$ cat config.mk
export PLATFORM = sky130hd
export DESIGN_NAME = corr_block
export DESIGN_NICKNAME = d
export VERILOG_FILES = /design/src/corr_cfg_pkg.sv /design/src/corr_bus_pkg.sv /design/src/corr_cos_sin_mac.sv /design/src/corr_lane_ctrl.sv /design/src/corr_block.sv
export SDC_FILE = /design/constraint.sdc
export NUM_CORES = 1
export LEC_CHECK = 0
export ABC_CLOCK_PERIOD_IN_PS = 3190
export BUFFER_PORTS_ARGS = -buffer_cell sky130_fd_sc_hd__buf_2
export CAP_MARGIN = 30
export CORE_MARGIN = 1
export CORE_UTILIZATION = 56
export DETAILED_ROUTE_END_ITERATION = 10
export PLACE_DENSITY_LB_ADDON = 0.2
export SLEW_MARGIN = 0
export SYNTH_ARGS = -nofsm -noshare
export SYNTH_HDL_FRONTEND = slang
export SYNTH_SLANG_ARGS = --single-unit
$ cat constraint.sdc
create_clock -name clk_x -period 3.19 [get_ports clk_x]
set_input_delay 0.638 -clock clk_x [delete_from_list [all_inputs] [get_ports clk_x]]
set_output_delay 0.638 -clock clk_x [all_outputs]
set_load 0.01 [all_outputs]
$ cat src/corr_cfg_pkg.sv
`default_nettype none

package corr_cfg_pkg;

   // ---------------------------------------------------------------------
   // Array dimensions
   // ---------------------------------------------------------------------
   localparam int N_ANT     = 24;
   localparam int N_LANE    = 12;
   localparam int N_BLOCK   = 2;
   // Small sums so that wrap-around can be reached quickly
   localparam int ACCUM_W   = 10;
   localparam int LANE_W    = 4;
   localparam int ANT_IDX_W = 5;

   // One sample bit from every antenna
   typedef logic [N_ANT-1:0]     ant_vec_t;
   // Time-multiplexed lane within a frame
   typedef logic [LANE_W-1:0]    lane_t;
   // Antenna number used by the pair table
   typedef logic [ANT_IDX_W-1:0] ant_idx_t;
   // Running cosine or sine count
   typedef logic [ACCUM_W-1:0]   sum_t;

   // ---------------------------------------------------------------------
   // Pair table, entry N_LANE*block + lane
   // ---------------------------------------------------------------------
   // Block 0 pairs antenna l with antenna l+12
   // Block 1 pairs antenna l+12 with antenna (l+1) mod 12
   localparam ant_idx_t PAIR_A [N_BLOCK*N_LANE] = '{
      0,  1,  2,  3,  4,  5,  6,  7,  8,  9,  10, 11,
      12, 13, 14, 15, 16, 17, 18, 19, 20, 21, 22, 23
   };

   localparam ant_idx_t PAIR_B [N_BLOCK*N_LANE] = '{
      12, 13, 14, 15, 16, 17, 18, 19, 20, 21, 22, 23,
      1,  2,  3,  4,  5,  6,  7,  8,  9,  10, 11, 0
   };

endpackage

`default_nettype wire

$ cat src/corr_bus_pkg.sv
`default_nettype none

package corr_bus_pkg;

   // Word address into the visibility space of all blocks
   localparam int ADDR_W = 6;

   typedef logic [ADDR_W-1:0]                bus_addr_t;
   // One cosine or sine sum per bus word
   typedef logic [corr_cfg_pkg::ACCUM_W-1:0] bus_data_t;

   // Address layout {block, lane[3:0], component}
   localparam int ADR_BLOCK_BIT = 5;
   localparam int ADR_LANE_LSB  = 1;
   // Component 0 is cosine, 1 is sine
   localparam int ADR_COMP_BIT  = 0;

endpackage

`default_nettype wire

$ cat src/corr_cos_sin_mac.sv
`timescale 1ns/1ps
`default_nettype none

module corr_cos_sin_mac (
   input  wire                       clk_x,
   input  wire                       rst,
   input  wire                       clr_i,
   input  wire                       en_i,
   input  wire                       a_i,
   input  wire                       br_i,
   input  wire                       bi_i,
   input  wire corr_cfg_pkg::sum_t   dcos_i,
   input  wire corr_cfg_pkg::sum_t   dsin_i,
   output corr_cfg_pkg::sum_t        qcos_o,
   output corr_cfg_pkg::sum_t        qsin_o,
   output logic                      ocos_o,
   output logic                      osin_o
);

   localparam int W = corr_cfg_pkg::ACCUM_W;

   corr_cfg_pkg::sum_t cos_base;
   corr_cfg_pkg::sum_t sin_base;
   logic               cos_hit;
   logic               sin_hit;
   // One extra bit holds the carry out of each sum
   logic [W:0]         cos_nxt;
   logic [W:0]         sin_nxt;

   // One-bit product is a match of signs
   assign cos_hit = ~(a_i ^ br_i);
   assign sin_hit = ~(a_i ^ bi_i);

   // Zero in place of the stored sum restarts the lane
   assign cos_base = clr_i ? '0 : dcos_i;
   assign sin_base = clr_i ? '0 : dsin_i;

   assign cos_nxt = {1'b0, cos_base} + {{W{1'b0}}, cos_hit};
   assign sin_nxt = {1'b0, sin_base} + {{W{1'b0}}, sin_hit};

   // Sums advance only on valid mac cycles
   always_ff @(posedge clk_x) begin
      if (en_i) begin
         qcos_o <= cos_nxt[W-1:0];
         qsin_o <= sin_nxt[W-1:0];
      end
   end

   // Wrap strobes line up with the registered sums
   always_ff @(posedge clk_x) begin
      if (rst) begin
         ocos_o <= 1'b0;
         osin_o <= 1'b0;
      end else if (en_i) begin
         ocos_o <= cos_nxt[W];
         osin_o <= sin_nxt[W];
      end
   end

   // Stored sums may be unknown only while they are being replaced by zero
   a_inputs_known: assert property (@(posedge clk_x) disable iff (rst)
      en_i |-> !$isunknown({clr_i, a_i, br_i, bi_i}) &&
               (clr_i || !$isunknown({dcos_i, dsin_i})));

endmodule

`default_nettype wire

$ cat src/corr_lane_ctrl.sv
`timescale 1ns/1ps
`default_nettype none

module corr_lane_ctrl (
   input  wire                 clk_x,
   input  wire                 rst,
   input  wire                 en_i,
   input  wire                 sw_i,
   output corr_cfg_pkg::lane_t rd_lane_o,
   output corr_cfg_pkg::lane_t wr_lane_o,
   output logic                wr_en_o,
   output logic                clr_o,
   output logic                bank_o
);

   corr_cfg_pkg::lane_t rd_lane;
   corr_cfg_pkg::lane_t lane_s1;
   corr_cfg_pkg::lane_t lane_s2;
   logic                vld_s1;
   logic                vld_s2;
   logic                pend;
   logic                clr_rd;
   logic                bank_rd;
   logic                bank_s1;
   logic                bank_s2;
   logic                wrap;
   logic                do_sw;

   // Last lane of the frame on an enabled cycle
   assign wrap  = en_i && (rd_lane == corr_cfg_pkg::LANE_W'(corr_cfg_pkg::N_LANE - 1));
   // Switch now, or at the wrap after an earlier request
   assign do_sw = wrap && (sw_i || pend);

   // ---------------------------------------------------------------------
   // Read stage: lane counter, bank and clear state
   // ---------------------------------------------------------------------
   always_ff @(posedge clk_x) begin
      if (rst) begin
         rd_lane <= '0;
         pend    <= 1'b0;
         bank_rd <= 1'b0;
         clr_rd  <= 1'b1;
      end else begin
         if (wrap) rd_lane <= '0;
         else if (en_i) rd_lane <= rd_lane + 1'b1;
         // Request waits for the frame boundary
         if (do_sw) pend <= 1'b0;
         else if (sw_i) pend <= 1'b1;
         if (do_sw) bank_rd <= ~bank_rd;
         // Idle cycles and switches both restart the sums for a frame
         if (!en_i || do_sw) clr_rd <= 1'b1;
         else if (wrap) clr_rd <= 1'b0;
      end
   end

   // ---------------------------------------------------------------------
   // Mac and write stages
   // ---------------------------------------------------------------------
   // Lane, valid and bank move together so late writes keep the old bank
   always_ff @(posedge clk_x) begin
      if (rst) begin
         lane_s1 <= '0;
         lane_s2 <= '0;
         vld_s1  <= 1'b0;
         vld_s2  <= 1'b0;
         clr_o   <= 1'b1;
         bank_s1 <= 1'b0;
         bank_s2 <= 1'b0;
      end else begin
         lane_s1 <= rd_lane;
         lane_s2 <= lane_s1;
         vld_s1  <= en_i;
         vld_s2  <= vld_s1;
         clr_o   <= clr_rd;
         bank_s1 <= bank_rd;
         bank_s2 <= bank_s1;
      end
   end

   assign rd_lane_o = rd_lane;
   assign wr_lane_o = lane_s2;
   assign wr_en_o   = vld_s2;
   assign bank_o    = bank_s2;

   a_lane_range: assert property (@(posedge clk_x) disable iff (rst)
      rd_lane_o < corr_cfg_pkg::LANE_W'(corr_cfg_pkg::N_LANE));

endmodule

`default_nettype wire

$ cat src/corr_block.sv
`timescale 1ns/1ps
`default_nettype none

module corr_block #(
   parameter int BLOCK_ID = 0
) (
   input  wire                        clk_x,
   input  wire                        rst,
   input  wire                        en_i,
   input  wire                        sw_i,
   input  wire corr_cfg_pkg::ant_vec_t re_i,
   input  wire corr_cfg_pkg::ant_vec_t im_i,
   input  wire                        stb_i,
   input  wire corr_cfg_pkg::lane_t   lane_adr_i,
   input  wire                        comp_i,
   output logic                       ack_o,
   output corr_bus_pkg::bus_data_t    dat_o,
   output logic                       overflow_cos_o,
   output logic                       overflow_sin_o
);

   // Offset of this block's entries in the pair table
   localparam int PAIR_BASE = BLOCK_ID * corr_cfg_pkg::N_LANE;
   // Two banks of sixteen lane slots, top four never written
   localparam int VIS_DEPTH = 2 << corr_cfg_pkg::LANE_W;

   corr_cfg_pkg::lane_t    rd_lane;
   corr_cfg_pkg::lane_t    wr_lane;
   logic                   wr_en;
   logic                   clr;
   logic                   bank;
   corr_cfg_pkg::ant_idx_t a_idx;
   corr_cfg_pkg::ant_idx_t b_idx;
   logic                   a_r;
   logic                   br_r;
   logic                   bi_r;
   logic                   en_r;
   corr_cfg_pkg::sum_t     dcos_r;
   corr_cfg_pkg::sum_t     dsin_r;
   corr_cfg_pkg::sum_t     qcos;
   corr_cfg_pkg::sum_t     qsin;
   logic                   ocos;
   logic                   osin;
   logic [corr_cfg_pkg::LANE_W:0] rd_vis_adr;

   // Running sums, one per lane
   corr_cfg_pkg::sum_t cos_mem [corr_cfg_pkg::N_LANE];
   corr_cfg_pkg::sum_t sin_mem [corr_cfg_pkg::N_LANE];
   // Visibility buffer addressed by {bank, lane}
   corr_cfg_pkg::sum_t vis_cos [VIS_DEPTH];
   corr_cfg_pkg::sum_t vis_sin [VIS_DEPTH];

   corr_lane_ctrl u_lane_ctrl (
      .clk_x     (clk_x),
      .rst       (rst),
      .en_i      (en_i),
      .sw_i      (sw_i),
      .rd_lane_o (rd_lane),
      .wr_lane_o (wr_lane),
      .wr_en_o   (wr_en),
      .clr_o     (clr),
      .bank_o    (bank)
   );

   // ---------------------------------------------------------------------
   // Read stage: antenna pair and stored sums
   // ---------------------------------------------------------------------
   assign a_idx = corr_cfg_pkg::PAIR_A[PAIR_BASE + int'(rd_lane)];
   assign b_idx = corr_cfg_pkg::PAIR_B[PAIR_BASE + int'(rd_lane)];

   always_ff @(posedge clk_x) begin
      a_r    <= re_i[a_idx];
      br_r   <= re_i[b_idx];
      bi_r   <= im_i[b_idx];
      dcos_r <= cos_mem[rd_lane];
      dsin_r <= sin_mem[rd_lane];
   end

   always_ff @(posedge clk_x) begin
      if (rst) en_r <= 1'b0;
      else en_r <= en_i;
   end

   corr_cos_sin_mac u_mac (
      .clk_x  (clk_x),
      .rst    (rst),
      .clr_i  (clr),
      .en_i   (en_r),
      .a_i    (a_r),
      .br_i   (br_r),
      .bi_i   (bi_r),
      .dcos_i (dcos_r),
      .dsin_i (dsin_r),
      .qcos_o (qcos),
      .qsin_o (qsin),
      .ocos_o (ocos),
      .osin_o (osin)
   );

   // ---------------------------------------------------------------------
   // Write stage: accumulators, visibility buffer and overflow flags
   // ---------------------------------------------------------------------
   always_ff @(posedge clk_x) begin
      if (wr_en) begin
         cos_mem[wr_lane]         <= qcos;
         sin_mem[wr_lane]         <= qsin;
         vis_cos[{bank, wr_lane}] <= qcos;
         vis_sin[{bank, wr_lane}] <= qsin;
      end
   end

   // Sticky until reset
   always_ff @(posedge clk_x) begin
      if (rst) begin
         overflow_cos_o <= 1'b0;
         overflow_sin_o <= 1'b0;
      end else if (wr_en) begin
         if (ocos) overflow_cos_o <= 1'b1;
         if (osin) overflow_sin_o <= 1'b1;
      end
   end

   // Bus side only sees the bank not being written
   assign rd_vis_adr = {~bank, lane_adr_i};

   // One ack per request, since stb_i is still high in the ack cycle
   always_ff @(posedge clk_x) begin
      if (rst) ack_o <= 1'b0;
      else ack_o <= stb_i && !ack_o;
   end

   always_ff @(posedge clk_x) begin
      if (stb_i) dat_o <= comp_i ? vis_sin[rd_vis_adr] : vis_cos[rd_vis_adr];
   end

endmodule

`default_nettype wire

After elaboration in Yosys (flattened, before gate mapping):

Memory sizes are Yosys's and may differ from the RTL's. A register that Yosys moved wholly into a read port is not among the register bits.
Cells that the tools add are included.
W data, S select, Z words.

* bits in registers: 58
* RAM bits: 880
* memory bits (read-only): 320
* output and inout port bits: 13
* logic and storage cells: 69
* memories: 6

Memory list
* vis_cos: depth 32, bits a word 10, read ports 1, clocked after Yosys merged registers in 0, write ports 1, RTL line corr_block.sv:50 `corr_cfg_pkg::sum_t vis_cos [VIS_DEPTH];`
* vis_sin: depth 32, bits a word 10, read ports 1, clocked after Yosys merged registers in 0, write ports 1, RTL line corr_block.sv:51 `corr_cfg_pkg::sum_t vis_sin [VIS_DEPTH];`
* (name not given): depth 32, bits a word 5, read ports 1, clocked after Yosys merged registers in 0, write ports 0, RTL line corr_block.sv:69 `assign b_idx = corr_cfg_pkg::PAIR_B[PAIR_BASE + int'(rd_lane)];`
* (name not given): depth 32, bits a word 5, read ports 1, clocked after Yosys merged registers in 0, write ports 0, RTL line corr_block.sv:68 `assign a_idx = corr_cfg_pkg::PAIR_A[PAIR_BASE + int'(rd_lane)];`
* cos_mem: depth 12, bits a word 10, read ports 1, clocked after Yosys merged registers in 1, write ports 1, RTL line corr_block.sv:47 `corr_cfg_pkg::sum_t cos_mem [corr_cfg_pkg::N_LANE];`
* sin_mem: depth 12, bits a word 10, read ports 1, clocked after Yosys merged registers in 1, write ports 1, RTL line corr_block.sv:48 `corr_cfg_pkg::sum_t sin_mem [corr_cfg_pkg::N_LANE];`

* add/subtract/negate cells: 3
* $lt $le $gt $ge: 3
* equality and inequality tests: 1
* multiplexer cells: 15
* bitwise operators: 7
* reductions and logical operators: 12

Operators by type and width (number)
* $ge A32 B6 Y1 const B: 1
* $not A4 Y32: 1
* $mux W10: 3
* $add A10 B1 Y11: 2
* $mux W5: 4
* $bmux W1 S5: 3
* $lt A5 B6 Y1 const B: 2
* $reduce_or A2 Y1: 3
* $mux W1: 5
* $add A4 B1 Y4 const B: 1
* $eq A4 B4 Y1 const B: 1
* $not A1 Y1: 4
* $reduce_and A2 Y1: 2
* $logic_and A1 B1 Y1: 3
* $logic_not A1 Y1: 2
* $logic_or A1 B1 Y1: 2
* $xor A1 B1 Y1: 2

Depth between registers and ports, before layout:

Gate-level depths: netlist (run 1).

* depth in word-level cells: 6
* gate-level depth with buffers: 9
* gate-level depth less buffers: 8

Hierarchy:

Synthesis (run 1) repeated with hierarchy kept, for this count alone.

* cell total of the unflattened synthesis: 1805
* area total of the unflattened synthesis: 37184.4 sq um

Modules (own cells, without submodules)
* corr_block: instances 1, cells an instance 1647, area each 35363.9 sq um, seq. area each 27266.2 sq um
* corr_cos_sin_mac: instances 1, cells an instance 104, area each 1199.9 sq um, seq. area each 640.6 sq um
* corr_lane_ctrl: instances 1, cells an instance 54, area each 620.6 sq um, seq. area each 400.4 sq um

Worst setup path after synthesis (run 1):

OpenSTA, ideal clock, no wires.

* path kind: register -> register
* from: reg u_lane_ctrl.vld_s2, in the netlist u_lane_ctrl.wr_en_o
* to: mem vis_cos[16][0] (netlist bit), enable pin
* setup time: 0.378 ns
* arrival: 3.145 ns
* required time: 2.812 ns
* slack: -0.333 ns
* cell stages (with the launch flop): 5
* buffers on the path: 1
* cell sequence: dfxtp_1 -> or3b_2 -> clkbuf_1 -> nor3_1 -> and2_1

* longest elaborated chain between the ends: 2

Ends and longest elaborated chain
* start, declared: RTL line corr_lane_ctrl.sv:20 `logic vld_s2;`
* start signal, assigned: RTL line corr_lane_ctrl.sv:73 `vld_s2 <= vld_s1;`
* $mux W1: RTL line corr_block.sv:104 `if (wr_en) begin`
* $mux W1 (implied by the code): RTL line corr_block.sv:107 `vis_cos[{bank, wr_lane}] <= qcos;`
* end, declared: RTL line corr_block.sv:50

Every way passes these cells.

Worst setup path in the final report (run 1):

* from: reg u_lane_ctrl.rd_lane[0], in the netlist u_lane_ctrl.rd_lane_o[0]
* to: reg bi_r

* longest elaborated chain between the ends: 6

Ends and longest elaborated chain
* start, declared: RTL line corr_lane_ctrl.sv:16 `corr_cfg_pkg::lane_t rd_lane;`
* start signal, assigned: RTL line corr_lane_ctrl.sv:45 `else if (en_i) rd_lane <= rd_lane + 1'b1;`
* $not A4 Y32 (implied by the code): RTL line corr_block.sv:69
* $mem_v2 Z32 W5
* $mux W5 (implied by the code) (2 in a row): RTL line corr_block.sv:69
* $bmux W1 S5: RTL line corr_block.sv:74 `bi_r <= im_i[b_idx];`
* $mux W1 (implied by the code): RTL line corr_block.sv:74
* end signal, assigned: RTL line corr_block.sv:74
* end, declared: RTL line corr_block.sv:36 `logic bi_r;`

Every way passes these cells. The select of a mux whose other input is x is not followed.
A chain may end at the register's enable or synchronous reset.

==> metrics, run 1 <==
status finished, final reports clean; Diodes inserted 0; Num CTS Buffers 91; clock latency at the later pin of the worst-skew pair 650 ps; clk_skew 26.4 ps; Final Cycle Share 0.805; GRT Total Usage 0.261; global-route wire length before repair 126 mm; Vias 18,700; Syn Nets 1,855; share of layout cells above drive strength 1 0.292; IO Count 71; worst path buffer plus inverter count 1; Worst Path Required 3680 ps; CP peak stage delay 500 ps; Final Non-Filler Cells 2,908; Clk pwr share 0.415; Placed Cells 2,737; total global routing overflow 0; Area Growth Syn to Fin 13.9%; total power 26,100 µW; post-synthesis area per instance 20.7 µm²; setup ws final 621 ps; Switching Share 0.205; vias per inst 6.44; YS warnings 0; Die X 259 µm; post-layout min period 2570 ps; std cell rows 93; final wirelength 85.5 mm; count of pins over their slew limit 0; Hold Buf Count CTS 0; PostCTS Resize Cnt 0; Finish-stage setup viols 0; Detail Route Antenna Nets 0; NetSw 5350 µW; CTS tree built; Pre-Repair DR Iteration Count 5; initial antenna violation count 2; crit path max fanout 9; mapped cell area 0.0370 mm²; clk sinks 958; Lkg Pwr 0.0136 µW; most common cell after layout, fill and taps aside edfxtp_1; combinational power share 0.052; die area 0.0671 mm²; Buffers on Ports 70; Fmax 389 MHz; Clk Tree Root Cell clkbuf_16; Synth cell types 53; peak supply drop 344 µV; largest net degree at the start of global routing 75; chip height 259 µm; dpl ws 231 ps; Max Cap Violations 0; commonest cells after routing, fill and taps aside 910 x edfxtp_1, 226 x mux4_2, 111 x buf_4, 94 x clkbuf_16, 68 x nand2_1; Int Pwr 20,700 µW; Setup Fix Bufs, Post-CTS 0; DR WL/cell 29.4 µm; top cell type's share of synthesized area 0.738; Synth area leaders edfxtp_1 74%, mux4_2 14%, dfxtp_1 2.6%, mux2i_1 0.92%, nor2_1 0.78%; DP HPWL 50.6 mm; vias in the first global route 18,600; Setup CP Type reg2reg; Synth area leader edfxtp_1; Worst path top cell family by delay multiplexers; pwr dens 618 mW/mm²; H-tree depth 3; Sequential Power Share 0.533; Most used DFF post-synth edfxtp_1; initial core utilization 0.570; Nets 2,042; CP Capture Type flop; Crit-path slowest cell mux4_2; ys async rst share 0; Worst-Margin Slew 921 ps; Seq/Total Area, Yosys 0.764; HP Class in2reg; CP arrival 3060 ps; DR DRC count 0; max_slew headroom 0.386; setup_tns 0 ps; Detailed Route Iter0 Violations 2,433; crit path launch type flop; GP Congestion 0.864; critical path cell sequence ha_1 -> inv_1 -> ha_1 -> mux2i_2 -> mux4_2 -> mux4_2 -> nand2_1 -> o211ai_1; core region area 0.0649 mm²; CTS clk-pin slew, worst paths 60 ps; Fin. Hold Viols 0; RSZ-0062 raised after global routing no; Post-Synthesis Cells 1,789; Post-synth EDFFs 910; Yosys reg bits 958; Max Root-Sink Buffers 3
[power by group through the flow]
| stage | Sequential (µW) | Combinational, µW | Clock, µW |
|---|---|---|---|
| final | 13900 | 1360 | 10800 |
| after global placement | 14200 | 1330 | 0 |
| after CTS | 13900 | 1360 | 11000 |
| after floorplan | 14200 | 826 | 0 |
| after detailed placement | 14200 | 1350 | 0 |
| after global routing | 13900 | 1460 | 11400 |
[per-stage QoR]
stage	instance area [µm²]	hold WS, ps	util
6_report	42200	242	0.649
5_1_grt	42200	231	0.649
4_1_cts	42100	210	0.649
3_5_place_dp	39200	419	0.603
3_3_place_gp	39100	412	0.603
2_1_floorplan	37000	414	-
[state kept, by name (all words and copies together), names as in the netlist, 4 cells and up]
signal / count
u_lane_ctrl.wr_lane_o: 4
dsin_r: 10
sin_mem: 120
u_lane_ctrl.lane_s1: 4
u_mac.qsin_o: 10
dat_o: 10
u_mac.qcos_o: 10
vis_cos: 320
cos_mem: 120
dcos_r: 10
u_lane_ctrl.rd_lane_o: 4
vis_sin: 320
[final timing paths]
path | start | to | slack (ps) | cells after the start
worst max-delay path | u_lane_ctrl.rd_lane_o[0] | bi_r | 620 | 8
worst min-delay path | sw_i | u_lane_ctrl.pend | 240 | 3
worst max register to register | u_lane_ctrl.rd_lane_o[0] | bi_r | 620 | 8
worst min register to register | ack_o | ack_o | 430 | 1
[Yosys cell counts, types with 8 or more instances]
| library cell | n |
|---|---|
| a21oi_1 | 8 |
| and2_1 | 12 |
| dfxtp_1 | 48 |
| edfxtp_1 | 910 |
| mux4_2 | 226 |
| o22ai_1 | 43 |
| a211oi_1 | 10 |
| nand2_1 | 68 |
| nor2_1 | 77 |
| buf_2 | 30 |
| a31oi_1 | 20 |
| mux2_2 | 12 |
| nor4_1 | 13 |
| nand2b_1 | 17 |
| nand3_1 | 26 |
| clkbuf_1 | 38 |
| mux2i_1 | 34 |
| nand4_1 | 9 |
| buf_4 | 14 |
| nor3_1 | 21 |
| xnor2_1 | 11 |
| buf_1 | 8 |
| o21ai_0 | 14 |
| ha_1 | 8 |
| nor2b_1 | 31 |
[layer usage]
layer  global-route usage  share of wire
met4               0.0720          0.020
met3               0.0509           0.10
met2                0.390           0.46
met1                0.400           0.42
met5                    0              0
[kinds of logic after synthesis]
family | Yosys count | share of synthesized area
AO/OA/AOI/OAI | 131 | 0.0242
flip-flops | 958 | 0.764
multiplexers | 273 | 0.151
XOR/XNOR | 18 | 0.00426
buffers and inverters | 101 | 0.0139
AND/OR/NAND/NOR | 300 | 0.0402
adder cells (fa/ha/maj) | 8 | 0.00270
[cell type report]
class / instances / area, µm²
sequential: 958 / 28300
fill: 4243 / 22800
multi-input combinational: 730 / 8360
clock buffer: 122 / 2460
timing repair buffer: 191 / 1440
tap: 855 / 1070
clock inverter: 48 / 534
inverter: 4 / 15.0
[tightest hold or removal path: stages]
cell	delay, ps
buf_2	80
nor2_1	50
nor2_1	70
Power figures use the tool's default switching activity.
==> run 2: changes to the inputs <==
ABC_CLOCK_PERIOD_IN_PS = 2150   (was 3190)
clock period = 2.15 ns   (was 3.19 ns; I/O delays follow)
==> metrics, run 2 (synthesized netlist as in run 1, its figures left out) <==
critical path cell sequence buf_4 -> nor2b_1 -> nand2_1 -> o22ai_1 -> nor4_1 -> mux2_2; most common cell after layout, fill and taps aside edfxtp_1; Detail Route Antenna Nets 0; IO Count 71; Vias 19,100; Clk pwr share 0.411; GP Congestion 0.851; Max Root-Sink Buffers 3; combinational power share 0.056; global-route wire length before repair 128 mm; initial antenna violation count 4; chip height 259 µm; pwr dens 892 mW/mm²; die area 0.0671 mm²; Detailed Route Iter0 Violations 2,093; max_slew headroom 0.545; Finish-stage setup viols 0; Max Cap Violations 0; Clk Tree Root Cell clkbuf_16; Num CTS Buffers 90; Nets 2,115; status finished, final reports clean; core region area 0.0649 mm²; Setup CP Type reg2reg; GRT Total Usage 0.267; Finished Core Util 0.668; DR WL/cell 29.4 µm; CTS clk-pin slew, worst paths 60 ps; RSZ-0062 raised after global routing yes; peak supply drop 634 µV; Lkg Pwr 0.0140 µW; final wirelength 87.7 mm; Crit-path slowest cell o22ai_1; Fmax 467 MHz; Die X 259 µm; post-layout min period 2140 ps; vias in the first global route 19,100; NetSw 8120 µW; Int Pwr 30,600 µW; CP peak stage delay 430 ps; crit path max fanout 6; Switching Share 0.210; Worst Path Required 2560 ps; Pre-Repair DR Iteration Count 5; HP Class in2reg; DR DRC count 0; initial core utilization 0.570; largest net degree at the start of global routing 73; CTS tree built; vias per inst 6.42; Area Growth Syn to Fin 17.1%; std cell rows 93; total global routing overflow 0; DP HPWL 52.6 mm; biggest regs vis_cos: 320 flops, vis_sin: 320 flops; number of fill cells in the layout 4,021; share of layout cells above drive strength 1 0.331; CP Capture Type flop; count of pins over their slew limit 0; commonest cells after routing, fill and taps aside 910 x edfxtp_1, 226 x mux4_2, 151 x buf_4, 90 x clkbuf_16; dpl ws -319 ps; clk sinks 958; setup ws final 10.1 ps; CP arrival 2550 ps; Fin. Hold Viols 0; Worst-Margin Slew 680 ps; Final Cycle Share 0.995; hold slack 32.9 ps; Buffers on Ports 70; crit path launch type flop; H-tree depth 3; clock latency at the later pin of the worst-skew pair 660 ps; Sequential Power Share 0.532; clk_skew 23.7 ps
[run 2: cell types whose count changed in the layout (fill, tap and decap cells not counted), moves of 9 or more]
cell	previous run	this run
and2_1	12	0
buf_12	10	44
buf_4	111	151
clkbuf_1	28	19
nor2_2	16	6
nor2_4	1	11
nor3_2	11	1
nor3_4	1	11
[run 2: stage by stage]
stage | instance area, µm² | TNS [ps] | total power, µW | std cells
floorplan | 37300 | -40010 | 22300 | 1789
detailed placement | 40300 | -3190 | 23100 | 2811
finish | 43400 | 0 | 38700 | 2981
global route | 43400 | -87.4 | 39700 | 2980
global placement | 40300 | -3010 | 23100 | 2810
CTS | 43300 | -5.08 | 38900 | 2980
[run 2: area by class of cell]
cell class	count	area, µm²	share of cell area
well taps	855	1070	0.0247
flip-flops and latches	958	28300	0.653
multi-input cells	730	8580	0.198
repair buffers	265	2410	0.0555
inverters	4	15.0	0.000346
clock buffers	112	2360	0.0545
clock inverters	56	618	0.0143
diodes	1	2.50	0.0000577
[run 2: power by group through the flow]
| stage | Combinational (µW) | Sequential, µW | Clock (µW) |
|---|---|---|---|
| 6_report | 2180 | 20600 | 15900 |
| 5_1_grt | 2310 | 20600 | 16800 |
| 4_1_cts | 2170 | 20600 | 16100 |
| 3_5_place_dp | 2150 | 21000 | 0 |
| 3_3_place_gp | 2110 | 21000 | 0 |
| 2_1_floorplan | 1240 | 21100 | 0 |
[run 2: final timing paths]
path | start | end | slack [ps] | cells after the start
max | u_lane_ctrl.bank_o | dat_o[4] | 10 | 6
min | sw_i | u_lane_ctrl.pend | 30 | 3
max reg2reg | u_lane_ctrl.bank_o | dat_o[4] | 10 | 6
min reg2reg | ack_o | ack_o | 430 | 1
[run 2: routing by layer]
layer | track usage | share of wire | vias to the layer above | wire length (µm)
li1 | - | - | 7947 | -
met1 | 0.384 | 0.40 | 10100 | 34800
met2 | 0.421 | 0.49 | 980 | 42800
met3 | 0.0497 | 0.091 | 135 | 7990
met4 | 0.0814 | 0.024 | 4 | 2100
met5 | 0 | 0.00031 | - | 27
[run 2: repair_timing]
| action | CTS | global route |
|---|---|---|
| endpoints found under the setup margin | 10 | 6 |
| resized for setup | 4 | 7 |
| hold buffers | 0 | 0 |
| pin swaps | 1 | 1 |
| buffers inserted | 1 | 0 |
[run 2: worst max-delay path: cells and delay by family (launching register included)]
kind / cells / cell delay (ps)
AO/OA/AOI/OAI: 1 / 430
flip-flops: 1 / 390
multiplexers: 1 / 270
buffers and inverters: 1 / 180
AND/OR/NAND/NOR: 3 / 620
==> run 3: changes to the inputs <==
CORE_UTILIZATION = 40   (was 56)
==> metrics, run 3 (synthesized netlist as in run 1, its figures left out) <==
IO Count 71; Switching Share 0.210; status finished, final reports clean; GRT Total Usage 0.193; Finish-stage setup viols 0; crit path max fanout 5; Nets 2,137; die area 0.0938 mm²; CTS tree built; most common cell after layout, fill and taps aside edfxtp_1; Detail Route Antenna Nets 0; crit path launch type flop; combinational power share 0.058; initial core utilization 0.404; Int Pwr 30,300 µW; CP arrival 2630 ps; RSZ-0062 raised after global routing yes; hold slack 48.2 ps; commonest cells after routing, fill and taps aside 910 x edfxtp_1, 226 x mux4_2, 159 x buf_4, 96 x clkbuf_16; Clk Tree Root Cell clkbuf_16; Max Root-Sink Buffers 3; pwr dens 874 mW/mm²; final wirelength 89.8 mm; Final Cycle Share 0.989; chip height 306 µm; Clk pwr share 0.406; Die X 306 µm; biggest regs vis_cos: 320 flops, vis_sin: 320 flops; Buffers on Ports 70; Max Cap Violations 0; setup_tns 0 ps; core region area 0.0917 mm²; Crit-path slowest cell mux4_2; Sequential Power Share 0.537; GP Congestion 0.814; Detailed Route Iter0 Violations 1,913; vias in the first global route 19,300; Vias 18,700; critical path cell sequence ha_4 -> inv_2 -> ha_4 -> mux2i_4 -> buf_6 -> mux4_2 -> mux4_2 -> nand2_1 -> o211ai_1; Setup CP Type reg2reg; total global routing overflow 0; clk sinks 958; DR WL/cell 26.9 µm; global-route wire length before repair 131 mm; vias per inst 5.60; DP HPWL 54.5 mm; Num CTS Buffers 93; initial antenna violation count 2; NetSw 8080 µW; post-layout min period 2130 ps; max_slew headroom 0.519; count of pins over their slew limit 0; clk_skew 30.6 ps; peak supply drop 515 µV; Lkg Pwr 0.0141 µW; CP peak stage delay 510 ps; Fmax 470 MHz; Worst Path Required 2650 ps; HP Class in2reg; share of layout cells above drive strength 1 0.335; clock latency at the later pin of the worst-skew pair 670 ps; largest net degree at the start of global routing 62; Diodes inserted 0; Pre-Repair DR Iteration Count 5; H-tree depth 3; DR DRC count 0; Worst-Margin Slew 721 ps; Fin. Hold Viols 0; CTS clk-pin slew, worst paths 60 ps; std cell rows 111; Area Growth Syn to Fin 18.7%; CP Capture Type flop; Hold Buf Count CTS 0
[run 3: cell count changes in the layout (fill, tap and decap cells not counted), sizes merged]
cell      delta
buf         +19
clkbuf       +6
bufinv       -5
clkinv       +5
clkinvlp     -3
diode        -1
inv          -1
[run 3: metal layers]
metal | global-route usage | share of wire
met1 | 0.282 | 0.44
met2 | 0.303 | 0.47
met3 | 0.0256 | 0.067
met4 | 0.0594 | 0.022
met5 | 0 | 0
[run 3: cell type report]
| cell class | count | area (µm²) |
|---|---|---|
| Inverter | 4 | 15.0 |
| Sequential cell | 958 | 28300 |
| Clock buffer | 118 | 2490 |
| Clock inverter | 52 | 390 |
| Fill cell | 7510 | 47700 |
| Timing Repair Buffer | 284 | 2650 |
| Multi-Input combinational cell | 730 | 8590 |
| Tap cell | 1186 | 1480 |
[run 3: worst max-delay path: cells and delay by family, from the launching register on]
kind                     cells  cell delay [ps]
AND/OR/NAND/NOR              1               80
buffers and inverters        2              200
flip-flops                   1              360
multiplexers                 3              950
AO/OA/AOI/OAI                1              100
adder cells (fa/ha/maj)      2              290
[run 3: worst paths after layout]
| path | from | to | slack (ps) | cells past startpoint |
|---|---|---|---|---|
| worst max-delay path | u_lane_ctrl.rd_lane_o[1] | br_r | 20 | 9 |
| worst min-delay path | sw_i | u_lane_ctrl.pend | 50 | 3 |
| worst max register to register | u_lane_ctrl.rd_lane_o[1] | br_r | 20 | 9 |
| worst min register to register | u_lane_ctrl.lane_s1[1] | u_lane_ctrl.wr_lane_o[1] | 430 | 1 |
[run 3: power groups by stage]
stage | clock network [µW] | registers, µW | logic [µW]
6_report | 15600 | 20600 | 2210
5_1_grt | 16500 | 20600 | 2360
4_1_cts | 15900 | 20600 | 2250
3_5_place_dp | 0 | 21000 | 2220
3_3_place_gp | 0 | 21000 | 2190
2_1_floorplan | 0 | 21100 | 1240
[run 3: stage by stage]
stage	utilization	power (µW)	cells	instance area [µm²]	setup slack, ps
detailed placement	0.447	23200	3159	41000	-406
global placement	0.447	23200	3159	41000	-339
finish	0.479	38400	3332	43900	24.4
floorplan	-	22300	1789	37300	-260
global route	0.479	39500	3332	43900	-33.7
CTS	0.480	38700	3334	44000	-17.2
[run 3: timing repair]
action,in CTS,in global routing
gates resized for setup,11,5
pin swaps,1,3
buffers inserted,4,0
endpoints found under the setup margin,85,12
hold endpoints to repair,0,0
gates cloned,1,0
